<file path="src/mem_test_params.svh">
`ifndef MEM_TEST_PARAMS_SVH
`define MEM_TEST_PARAMS_SVH

// application port widths of the DDR3 controller user side
`define MT_APP_ADDR_WIDTH 28
`define MT_APP_DATA_WIDTH 256

`define MT_ADDR_STEP      256     // address increment per beat
`define MT_SWEEP_BEATS    1048576 // 2**20 beats per sweep
`define MT_COUNT_WIDTH    32

// pattern at reset, most significant word first
`define MT_INIT_PATTERN { \
   32'hcafe_babe, \
   32'h1234_5678, \
   32'haa55_aa55, \
   32'h55aa_55aa, \
   32'hdead_beef, \
   32'h8765_4321, \
   32'h55aa_55aa, \
   32'haa55_aa55  \
}

`endif

</file>
<file path="src/mem_test_pkg.sv">
`include "mem_test_params.svh"

package mem_test_pkg;

   // opcodes as seen on app_cmd
   typedef enum logic [2:0] {
      app_cmd_write = 3'b000,
      app_cmd_read  = 3'b001
   } app_cmd_e;

   typedef enum logic [2:0] {
      st_idle       = 3'd0,
      st_write      = 3'd1,
      st_write_done = 3'd2,
      st_read       = 3'd3,
      st_read_done  = 3'd4,
      st_check      = 3'd5,
      st_park       = 3'd6
   } test_state_e;

   // command channel: app_en, app_cmd, app_addr
   typedef struct packed {
      logic                          en;
      app_cmd_e                      cmd;
      logic [`MT_APP_ADDR_WIDTH-1:0] addr;
   } app_req_t;

   // write data channel: app_wdf_wren, app_wdf_data
   typedef struct packed {
      logic                          wren;
      logic [`MT_APP_DATA_WIDTH-1:0] data;
   } app_wdata_t;

   // read data channel: app_rd_data_valid, app_rd_data
   typedef struct packed {
      logic                          valid;
      logic [`MT_APP_DATA_WIDTH-1:0] data;
   } app_rdata_t;

endpackage

</file>
<file path="src/pattern_source.sv">
`include "mem_test_params.svh"

module pattern_source #(
   parameter int sweep_beats = `MT_SWEEP_BEATS
) (
   input  logic                          ui_clk,
   input  logic                          resetn,
   input  logic                          advance,
   output logic [`MT_APP_DATA_WIDTH-1:0] pattern,
   output logic [`MT_APP_ADDR_WIDTH-1:0] addr,
   output logic                          sweep_start
);

   localparam int idx_w = (sweep_beats > 1) ? $clog2(sweep_beats) : 1;
   localparam logic [idx_w-1:0] last_idx = idx_w'(sweep_beats - 1);

   logic [idx_w-1:0] beat_idx;

   always_ff @(posedge ui_clk or negedge resetn) begin
      if (!resetn) begin
         pattern <= `MT_INIT_PATTERN;
      end else if (advance) begin
         // rotate left by one byte
         pattern <= {pattern[`MT_APP_DATA_WIDTH-9:0],
                     pattern[`MT_APP_DATA_WIDTH-1 -: 8]};
      end
   end

   always_ff @(posedge ui_clk or negedge resetn) begin
      if (!resetn) begin
         beat_idx <= '0;
      end else if (advance) begin
         if (beat_idx == last_idx) begin
            beat_idx <= '0; // end of sweep
         end else begin
            beat_idx <= beat_idx + 1'b1;
         end
      end
   end

   // byte address of the current beat
   assign addr = `MT_APP_ADDR_WIDTH'(beat_idx) * `MT_APP_ADDR_WIDTH'(`MT_ADDR_STEP);

   assign sweep_start = (beat_idx == '0);

endmodule

</file>
<file path="src/test_sequencer.sv">
`include "mem_test_params.svh"

module test_sequencer (
   input  logic                          ui_clk,
   input  logic                          resetn,
   input  logic                          calib_done,
   input  logic                          app_rdy,
   input  logic                          app_wdf_rdy,
   input  logic                          rd_valid,
   input  logic [`MT_APP_DATA_WIDTH-1:0] pattern,
   input  logic [`MT_APP_ADDR_WIDTH-1:0] addr,
   input  logic                          verdict_pass,
   input  logic                          verdict_fail,
   output mem_test_pkg::app_req_t        app_req,
   output mem_test_pkg::app_wdata_t      app_wdata,
   output logic                          advance
);

   import mem_test_pkg::*;

   test_state_e                   state;
   logic                          wren_q;
   logic [`MT_APP_DATA_WIDTH-1:0] wdata_q;

   always_ff @(posedge ui_clk or negedge resetn) begin
      if (!resetn) begin
         state   <= st_idle;
         app_req <= '{en: 1'b0, cmd: app_cmd_write, addr: '0};
         wren_q  <= 1'b0;
      end else begin
         case (state)
            st_idle: begin
               if (calib_done) begin
                  state <= st_write;
               end
            end

            st_write: begin
               // command and data go out together
               if (app_rdy && app_wdf_rdy) begin
                  app_req.en   <= 1'b1;
                  app_req.cmd  <= app_cmd_write;
                  app_req.addr <= addr;
                  wren_q       <= 1'b1;
                  state        <= st_write_done;
               end
            end

            st_write_done: begin
               if (app_req.en && app_rdy) begin
                  app_req.en <= 1'b0; // command taken
               end
               if (wren_q && app_wdf_rdy) begin
                  wren_q <= 1'b0; // data taken
               end
               if (!app_req.en && !wren_q) begin
                  state <= st_read;
               end
            end

            st_read: begin
               if (app_rdy) begin
                  app_req.en   <= 1'b1;
                  app_req.cmd  <= app_cmd_read;
                  app_req.addr <= addr;
                  state        <= st_read_done;
               end
            end

            st_read_done: begin
               if (app_req.en && app_rdy) begin
                  app_req.en <= 1'b0;
               end
               if (rd_valid) begin
                  state <= st_check;
               end
            end

            st_check: begin
               // verdict arrives one cycle after capture
               if (verdict_fail) begin
                  state <= st_park;
               end else if (verdict_pass) begin
                  state <= st_write;
               end
            end

            st_park: begin
               state <= st_park; // held until reset
            end

            default: begin
               state <= st_idle;
            end
         endcase
      end
   end

   // write payload, loaded with the command
   always_ff @(posedge ui_clk) begin
      if (state == st_write && app_rdy && app_wdf_rdy) begin
         wdata_q <= pattern;
      end
   end

   assign app_wdata = '{wren: wren_q, data: wdata_q};

   assign advance = (state == st_check) && verdict_pass && !verdict_fail;

endmodule

</file>
<file path="src/result_checker.sv">
`include "mem_test_params.svh"

module result_checker (
   input  logic                          ui_clk,
   input  logic                          resetn,
   input  mem_test_pkg::app_rdata_t      app_rd,
   input  logic [`MT_APP_DATA_WIDTH-1:0] pattern,
   input  logic                          sweep_start,
   output logic                          verdict_pass,
   output logic                          verdict_fail,
   output logic                          led_pass,
   output logic                          led_fail,
   output logic [`MT_COUNT_WIDTH-1:0]    sweep_count
);

   logic                          rd_hit;
   logic [`MT_APP_DATA_WIDTH-1:0] rd_data_q;
   logic [`MT_APP_DATA_WIDTH-1:0] expect_q;
   logic                          match;

   // capture the beat and what it should be
   always_ff @(posedge ui_clk) begin
      if (app_rd.valid) begin
         rd_data_q <= app_rd.data;
         expect_q  <= pattern;
      end
   end

   assign match = (rd_data_q == expect_q);

   always_ff @(posedge ui_clk or negedge resetn) begin
      if (!resetn) begin
         rd_hit       <= 1'b0;
         verdict_pass <= 1'b0;
         verdict_fail <= 1'b0;
      end else begin
         rd_hit       <= app_rd.valid;
         verdict_pass <= rd_hit && match;
         verdict_fail <= rd_hit && !match;
      end
   end

   always_ff @(posedge ui_clk or negedge resetn) begin
      if (!resetn) begin
         led_pass    <= 1'b0;
         sweep_count <= '0;
      end else if (rd_hit && match && sweep_start) begin
         // first beat of a sweep passed
         led_pass    <= ~led_pass;
         sweep_count <= sweep_count + 1'b1;
      end
   end

   always_ff @(posedge ui_clk or negedge resetn) begin
      if (!resetn) begin
         led_fail <= 1'b0;
      end else if (rd_hit && !match) begin
         led_fail <= 1'b1; // sticky
      end
   end

endmodule

</file>
<file path="src/mem_tester_top.sv">
`include "mem_test_params.svh"

module mem_tester_top #(
   parameter int sweep_beats = `MT_SWEEP_BEATS
) (
   input  logic                          ui_clk,
   input  logic                          resetn,
   input  logic                          calib_done,
   input  logic                          app_rdy,
   input  logic                          app_wdf_rdy,
   input  mem_test_pkg::app_rdata_t      app_rd,
   output mem_test_pkg::app_req_t        app_req,
   output mem_test_pkg::app_wdata_t      app_wdata,
   output logic                          led_pass,
   output logic                          led_fail,
   output logic                          led_calib,
   output logic [`MT_COUNT_WIDTH-1:0]    sweep_count
);

   logic [`MT_APP_DATA_WIDTH-1:0] pattern;
   logic [`MT_APP_ADDR_WIDTH-1:0] addr;
   logic                          sweep_start;
   logic                          advance;
   logic                          verdict_pass;
   logic                          verdict_fail;

   pattern_source #(
      .sweep_beats (sweep_beats)
   ) u_pattern_source (
      .ui_clk      (ui_clk),
      .resetn      (resetn),
      .advance     (advance),
      .pattern     (pattern),
      .addr        (addr),
      .sweep_start (sweep_start)
   );

   test_sequencer u_test_sequencer (
      .ui_clk       (ui_clk),
      .resetn       (resetn),
      .calib_done   (calib_done),
      .app_rdy      (app_rdy),
      .app_wdf_rdy  (app_wdf_rdy),
      .rd_valid     (app_rd.valid),
      .pattern      (pattern),
      .addr         (addr),
      .verdict_pass (verdict_pass),
      .verdict_fail (verdict_fail),
      .app_req      (app_req),
      .app_wdata    (app_wdata),
      .advance      (advance)
   );

   result_checker u_result_checker (
      .ui_clk       (ui_clk),
      .resetn       (resetn),
      .app_rd       (app_rd),
      .pattern      (pattern),
      .sweep_start  (sweep_start),
      .verdict_pass (verdict_pass),
      .verdict_fail (verdict_fail),
      .led_pass     (led_pass),
      .led_fail     (led_fail),
      .sweep_count  (sweep_count)
   );

   assign led_calib = calib_done; // straight from the controller

endmodule

</file>
<file path="config.mk">
export PLATFORM = sky130hd
export DESIGN_NAME = mem_tester_top
export DESIGN_NICKNAME = d
export VERILOG_FILES = /design/src/mem_test_pkg.sv /design/src/pattern_source.sv /design/src/test_sequencer.sv /design/src/result_checker.sv /design/src/mem_tester_top.sv
export VERILOG_INCLUDE_DIRS = /design/src
export SDC_FILE = /design/constraint.sdc
export NUM_CORES = 1
export LEC_CHECK = 0
export BUFFER_PORTS_ARGS = -buffer_cell sky130_fd_sc_hd__buf_2
export CAP_MARGIN = 10
export CORE_MARGIN = 10
export CORE_UTILIZATION = 61
export DETAILED_ROUTE_END_ITERATION = 6
export GPL_TIMING_DRIVEN = 0
export PLACE_DENSITY = 0.83
export SYNTH_ARGS = -nofsm -noshare
export SYNTH_HDL_FRONTEND = slang
export SYNTH_SLANG_ARGS = --single-unit
</file>
<file path="constraint.sdc">
create_clock -name ui_clk -period 48.8 [get_ports ui_clk]
set_clock_uncertainty 0.2 [all_clocks]
set_input_delay 4.88 -clock ui_clk [delete_from_list [all_inputs] [get_ports ui_clk]]
set_output_delay 4.88 -clock ui_clk [all_outputs]
set_load 0.01 [all_outputs]
</file>
==> qor.yml, run 1 <==
status: "complete, no violations"
rsz0062_at_grt: "false"
ant_nets: 0
antenna_found_initial: 17
post_cts_buffers: 0
grt_pass1_wl_um: 169000
ys_ff_latch: 1107
final_core_util_pct: 73.9
yosysTopAreaCellShare_pct: 58.5
drt-wirelength-per-cell_um: 28.1
seq_area_frac_synth_pct: 80.4
fp.coreArea_um2: 64200
drtIter0Drc: 3016
drive_gt1_share_pct: 28.1
yosysWarnings: 0
routed_via_density: 5.76
design_area_um2: 47500
syn_area_per_cell_um2: 15.5
dr.pass1.iters: 6
htreeDepth: 3
die_w_um: 274
final_max_slew_viol_count: 0
fin_crit_ns: 10.32
wirelength_um: 119000
worstSetupPathType: "in2out"
worst_setup_path_start_kind: "input port"
pin_count: 586
worst-path-max-fanout: 2
dpl_cell_area_um2: 43900
fmax_ghz: 0.0969
dp_hpwl_um: 87000
cts_resized: 0
ir_drop_uv: 30.9
synth_cell_types: 38
ctsHoldBuffers: 0
drc: 0
fp.dieArea_um2: 75200
nets: 3541
grt_usage_pct: 31.3
start_util_pct: 61.4
path_clk_slew_ns: 0.06
hold_viol_final: 0
synth_area_leaders: "edfxtp_1 (58%), dfrtp_1 (13%), dfstp_2 (9.1%), nand2_1 (7.5%), xnor2_1 (6.6%)"
finalSetupViolCount: 0
layout_common_cells: "nand2_1 (789), edfxtp_1 (768), buf_2 (578), xnor2_1 (295), dfrtp_1 (203)"
worstPathRequired_ns: 43.72
vias: 24379
cts_root_buf: "clkbuf_16"
gp_congestion: 0.903
synth_area_um2: 39400
max-cap-violations: 0
min_from: "u_result_checker.led_pass$_DFFE_PN0P_"
syn_to_final_growth_pct: 20.4
grt_pass1_vias: 24720
layout_commonest_cell: "nand2_1"
dp.cells: 4023
r2r-start: "u_result_checker.expect_q[90]$_DFFE_PP_"
whs_ns: 0.270
yosys.area.top_type: "edfxtp_1"
cts.sinks: 1107
insertion_delay_ns: 0.66
finalCritPeriodShare_pct: 21.2
cts_buffers: 106
worst_slew_pin_slew_ns: 1.05
power.leakage_nw: 19.0
setup_tns_ns: 0
synth_cells: 2552
max_slew_margin_pct: 29.4
cp-end-kind: "output pin"
finalNonFillerCells: 4230
die_y_um: 274
critical_path.startpoint: "calib_done"
cp_data_arrival_time_ns: 5.24
cts_buffer_depth: 3
min_path_type: "reg2reg"
power-per-cell-area_nw_per_um2: 43.6
cts_tree: "yes"
fp-row-count: 93
grt.overflow.total: 0
portBuffers: 575
grt_max_degree: 124
-- path summary, 6_finish.rpt --
kind,endpoint,slack [ns],depth (start not counted)
hold reg to reg,u_result_checker.led_pass$_DFFE_PN0P_,0.27,1
setup reg to reg,u_result_checker.sweep_count[19]$_DFFE_PN0P_,44.11,8
setup / recovery,led_calib,38.48,3
min in group asynchronous,u_result_checker.sweep_count[11]$_DFFE_PN0P_,4.06,1
hold / removal,u_result_checker.led_pass$_DFFE_PN0P_,0.27,1
max in group asynchronous,u_pattern_source.pattern[52]$_DFFE_PN0P_,43.15,2
-- flip-flops by register name (all words and copies together) (netlist names) --
register / cells
u_test_sequencer.app_req: 22
u_test_sequencer.wren_q: 1
u_result_checker.rd_hit: 1
u_test_sequencer.state: 3
u_result_checker.sweep_count: 32
u_result_checker.led_fail: 1
u_pattern_source.pattern: 256
u_result_checker.verdict_fail: 1
u_result_checker.rd_data_q: 256
u_result_checker.verdict_pass: 1
u_test_sequencer.wdata_q: 256
u_result_checker.expect_q: 256
u_result_checker.led_pass: 1
u_pattern_source.beat_idx: 20
-- critical path, cell delays in order --
cell,delay (ns)
buf_2,0.11
buf_4,0.12
buf_2,0.13
-- logic make-up (layout without fill, tap and decap cells) --
family / after synthesis / after routing / synth area share (%)
AND/OR/NAND/NOR: 1003 / 1003 / 10.8
XOR/XNOR: 305 / 305 / 6.77
flip-flops: 1107 / 1107 / 80.4
buffers and inverters: 91 / 898 / 1.02
AO/OA/AOI/OAI: 21 / 21 / 0.324
other: 1 / 17 / 0.00951
multiplexers: 21 / 21 / 0.600
adder cells (fa/ha/maj): 3 / 3 / 0.0952
-- cell usage after synthesis, drive strengths merged --
| master | n |
|---|---|
| conb | 1 |
| dfrtp | 203 |
| clkbuf | 66 |
| or2 | 1 |
| nand2b | 1 |
| nor4 | 22 |
| dfstp | 136 |
| inv | 6 |
| and3 | 25 |
| buf | 19 |
| o21ai | 13 |
| nor2 | 24 |
| nand3 | 20 |
| xnor2 | 295 |
| a222oi | 1 |
| ha | 3 |
| a221o | 1 |
| mux2 | 21 |
| nor3 | 4 |
| edfxtp | 768 |
| and2 | 4 |
| and4 | 7 |
| o21a | 1 |
| nor2b | 4 |
| or4 | 2 |
| nor3b | 2 |
| nand2 | 789 |
| a21oi | 1 |
| xor2 | 10 |
| nand4 | 97 |
| nor4b | 1 |
| a22o | 2 |
| o22ai | 2 |
-- through the flow --
| step | total power, mW | setup WS, ns |
|---|---|---|
| after floorplan | 1.17 | 25.20 |
| after global placement | 1.27 | 15.32 |
| after detailed placement | 1.25 | 38.47 |
| after CTS | 2.08 | 38.47 |
| after global routing | 2.13 | 38.47 |
| final | 2.07 | 38.48 |
-- layer usage --
metal  part of all wire [%]  global-route usage (%)  wire length (um)
met1                     34                    37.6             40900
met2                     50                    52.0             59500
met3                     10                    8.06             12100
met4                    5.3                    15.9              6330
met5                   0.12                       0               137
-- power breakdown --
group / switching, mW / internal [mW]
Combinational: 0.0893 / 0.0528
Sequential: 0.0283 / 1.06
Clock: 0.351 / 0.482
Total: 0.469 / 1.60
-- final cells by class --
type,instances,area (um2)
plain buffers,85,382
clock buffers,150,2990
repair buffers,607,3360
multi-input cells,1363,7360
well taps,855,1070
fillers,3773,16800
flip-flops and latches,1107,31700
clock inverters,50,556
inverters,6,22.5
diodes,7,17.5
Note: power is estimated with default switching activity, not from simulation.
==> run 2: changes to the inputs <==
CORE_UTILIZATION = 51   (was 61)
PLACE_DENSITY = 0.73   (was 0.83)
clock period = 8.75 ns   (was 48.8 ns; I/O delays follow)
==> run 2 against run 1 <==
Compared with the run above: design area is 1.0% higher; clock power grew to 5.8 times the previous value; utilization shrank 11 points; sequential power grew to 5.6 times the previous value; first-iteration DRC count down 24%; global-route usage down 5.6 points; routed wire length down 2.0%; critical path depth up 5; worst setup slack got worse by 34 ns; total power increased to 5.7 times the previous value; combinational power rose to 5.7 times the previous value; critical path type is now reg2reg; largest cell class unchanged.
==> qor.yml, run 2 (synthesized netlist as in run 1, its figures left out) <==
die_w_um: 298  # was 274 um
syn_to_final_growth_pct: 21.6  # was 20.4%
drt-wirelength-per-cell_um: 26.5  # was 28.1 um
setup_tns_ns: 0  # unchanged
design_area_um2: 48000  # was 47,500 um2
worst_setup_path_start_kind: "register"  # was input port
intPower_mw: 9.08  # was 1.60 mW
ir_drop_uv: 172  # was 30.9 uV
fmax_ghz: 0.220
dp_hpwl_um: 87300  # was 87,000 um
cp_cell_sequence: "xnor2_1, nand4_1, nor4_1, nand4_1, nor4_2, buf_2, nand4_1, xnor2_1"  # was buf_2, buf_4, buf_2
dr.pass1.iters: 5  # was 6
worst_slew_pin_slew_ns: 0.938  # was 1.05 ns
status: "complete, no violations"  # unchanged
max_slew_margin_pct: 36.9  # was 29.4%
p_clk_share_pct: 41.2  # was 40.3%
drtIter0Drc: 2291  # was 3,016
combPwrFrac_pct: 6.9  # about the same
finalCritPeriodShare_pct: 51.9
power.leakage_nw: 19.1  # was 19.0 nW
worstSetupPathType: "reg2reg"  # was in2out
cts_tree: "yes"  # unchanged
p_sw_mw: 2.62  # was 0.469 mW
finalSetupViolCount: 0  # unchanged
crit_buf_inv: 1  # was 3
worstPathRequired_ns: 9.09  # was 43.72 ns
cts_root_buf: "clkbuf_16"  # unchanged
start_util_pct: 51.7  # was 61.4%
fp.coreArea_um2: 76300  # was 64,200 um2
cts_buffer_depth: 3  # unchanged
grt_pass1_wl_um: 165000  # was 169,000 um
grt_max_degree: 127  # was 124
insertion_delay_ns: 0.67  # was 0.66 ns
antenna_found_initial: 38  # was 17
ant_nets: 0  # unchanged
fp-row-count: 101  # was 93
final_core_util_pct: 62.8  # was 73.9%
fin_crit_ns: 4.54
path_clk_slew_ns: 0.06  # about the same
pin_count: 586  # unchanged
grt_usage_pct: 25.7  # was 31.3%
worst-path-max-fanout: 10  # was 2
grt.overflow.total: 0  # unchanged
critical_path.top_delay_family: "simple AND/OR/NAND/NOR gates"  # was buffers and inverters
cp_data_arrival_time_ns: 4.88  # was 5.24 ns
num-fill-cells: 5570  # was 3,773
layout_commonest_cell: "nand2_1"  # unchanged
drc: 0  # unchanged
hold_viol_final: 0  # unchanged
post_cts_buffers: 0  # unchanged
cp-end-kind: "register"  # was output pin
cts_buffers: 108  # was 106
ctsHoldBuffers: 1  # was 0
max-cap-violations: 0  # unchanged
drive_gt1_share_pct: 28.2  # was 28.1%
rsz0062_at_grt: "false"  # unchanged
nets: 3535  # was 3,541
gp_congestion: 0.871  # was 0.903
cts.sinks: 1107  # unchanged
final_max_slew_viol_count: 0  # unchanged
grt_pass1_vias: 23377  # was 24,720
min_path_type: "in2reg"  # was reg2reg
critPathMaxStageDelay_ns: 0.81  # was 0.13 ns
p_seq_share_pct: 51.9  # was 52.9%
portBuffers: 575  # unchanged
cts_resized: 0  # unchanged
fp.dieArea_um2: 88900  # was 75,200 um2
die_y_um: 298  # was 274 um
wirelength_um: 117000  # was 119,000 um
swShare_pct: 22.4  # was 22.7%
dpl_cell_area_um2: 44200  # was 43,900 um2
htreeDepth: 3  # unchanged
vias: 23247  # was 24,379
routed_via_density: 5.28  # was 5.76
crit_slowest_cell: "nor4_2"  # was buf_2
path_common_cell: "nand4_1"  # was buf_2
layout_common_cells: "nand2_1 (789), edfxtp_1 (768), buf_2 (578), xnor2_1 (295), dfrtp_1 (203)"  # unchanged
r2r_slack_ns: 4.21  # was 44.11 ns
power-per-cell-area_nw_per_um2: 244  # was 43.6 nW/um2
[run 2: cell types whose count changed in the layout (fill, tap and decap cells not counted), sizes merged]
| cell | delta |
|---|---|
| clkbuf | -5 |
| bufinv | +4 |
| inv | -3 |
| clkinvlp | +1 |
| diode | +3 |
| clkinv | +8 |
| dlygate4sd3 | +1 |
| buf | -9 |
[run 2: worst paths after layout]
path	from	cells past startpoint	to
max	u_result_checker.expect_q[90]$_DFFE_PP_	8	u_result_checker.sweep_count[13]$_DFFE_PN0P_
min	app_rd[31]	1	u_result_checker.rd_data_q[31]$_DFFE_PP_
max reg2reg	u_result_checker.expect_q[90]$_DFFE_PP_	8	u_result_checker.sweep_count[13]$_DFFE_PN0P_
min reg2reg	u_pattern_source.pattern[158]$_DFFE_PN1P_	2	u_pattern_source.pattern[166]$_DFFE_PN1P_
max in group asynchronous	resetn	3	u_pattern_source.pattern[190]$_DFFE_PN0P_
min in group asynchronous	resetn	2	u_result_checker.sweep_count[13]$_DFFE_PN0P_
[run 2: area by class of cell]
cell class	instances	area [um2]	share of cell area, %
multi-input cells	1363	7370	15.4
flip-flops and latches	1107	31700	66.1
diodes	10	25.0	0.0522
inverters	6	22.5	0.0470
plain buffers	85	382	0.796
repair buffers	599	3440	7.17
clock inverters	60	719	1.50
well taps	1030	1290	2.69
clock buffers	145	3010	6.27
[run 2: through the flow]
step / cells / hold slack [ns] / power, mW / worst slack [ns]
3_5_place_dp: 4189 / 0.257 / 6.99 / 4.23
4_1_cts: 4395 / 0.145 / 11.8 / 4.20
5_1_grt: 4398 / 0.156 / 12.1 / 4.05
6_report: 4405 / 0.177 / 11.7 / 4.21
2_1_floorplan: 2561 / 0.246 / 6.47 / 1.00
3_3_place_gp: 4166 / 0.251 / 7.00 / -2.98
[run 2: power by group through the flow]
stage                     Clock, mW  Sequential [mW]  Combinational [mW]
after floorplan                   0             6.24               0.225
after global placement            0             6.25               0.745
after detailed placement          0             6.17               0.814
after CTS                      4.88             6.07               0.818
after global routing           5.10             6.10               0.862
final                          4.82             6.07               0.803
[run 2: metal layers]
layer / vias up / global-route usage, % / wire (um)
met3: 218 / 8.33 / 11500
met5: - / 0 / 283
li1: 10347 / - / -
met2: 1030 / 42.6 / 56900
met1: 11604 / 31.5 / 43700
met4: 48 / 8.86 / 4190
[run 2: worst register-to-register path, delay by kind of cell, from the launching register on]
| family | cells | cell delay, ns |
|---|---|---|
| xor gates and xnor gates | 2 | 0.85 |
| buffers and inverters | 1 | 0.39 |
| and+or+nand+nor | 5 | 2.58 |
| DFF | 1 | 0.40 |
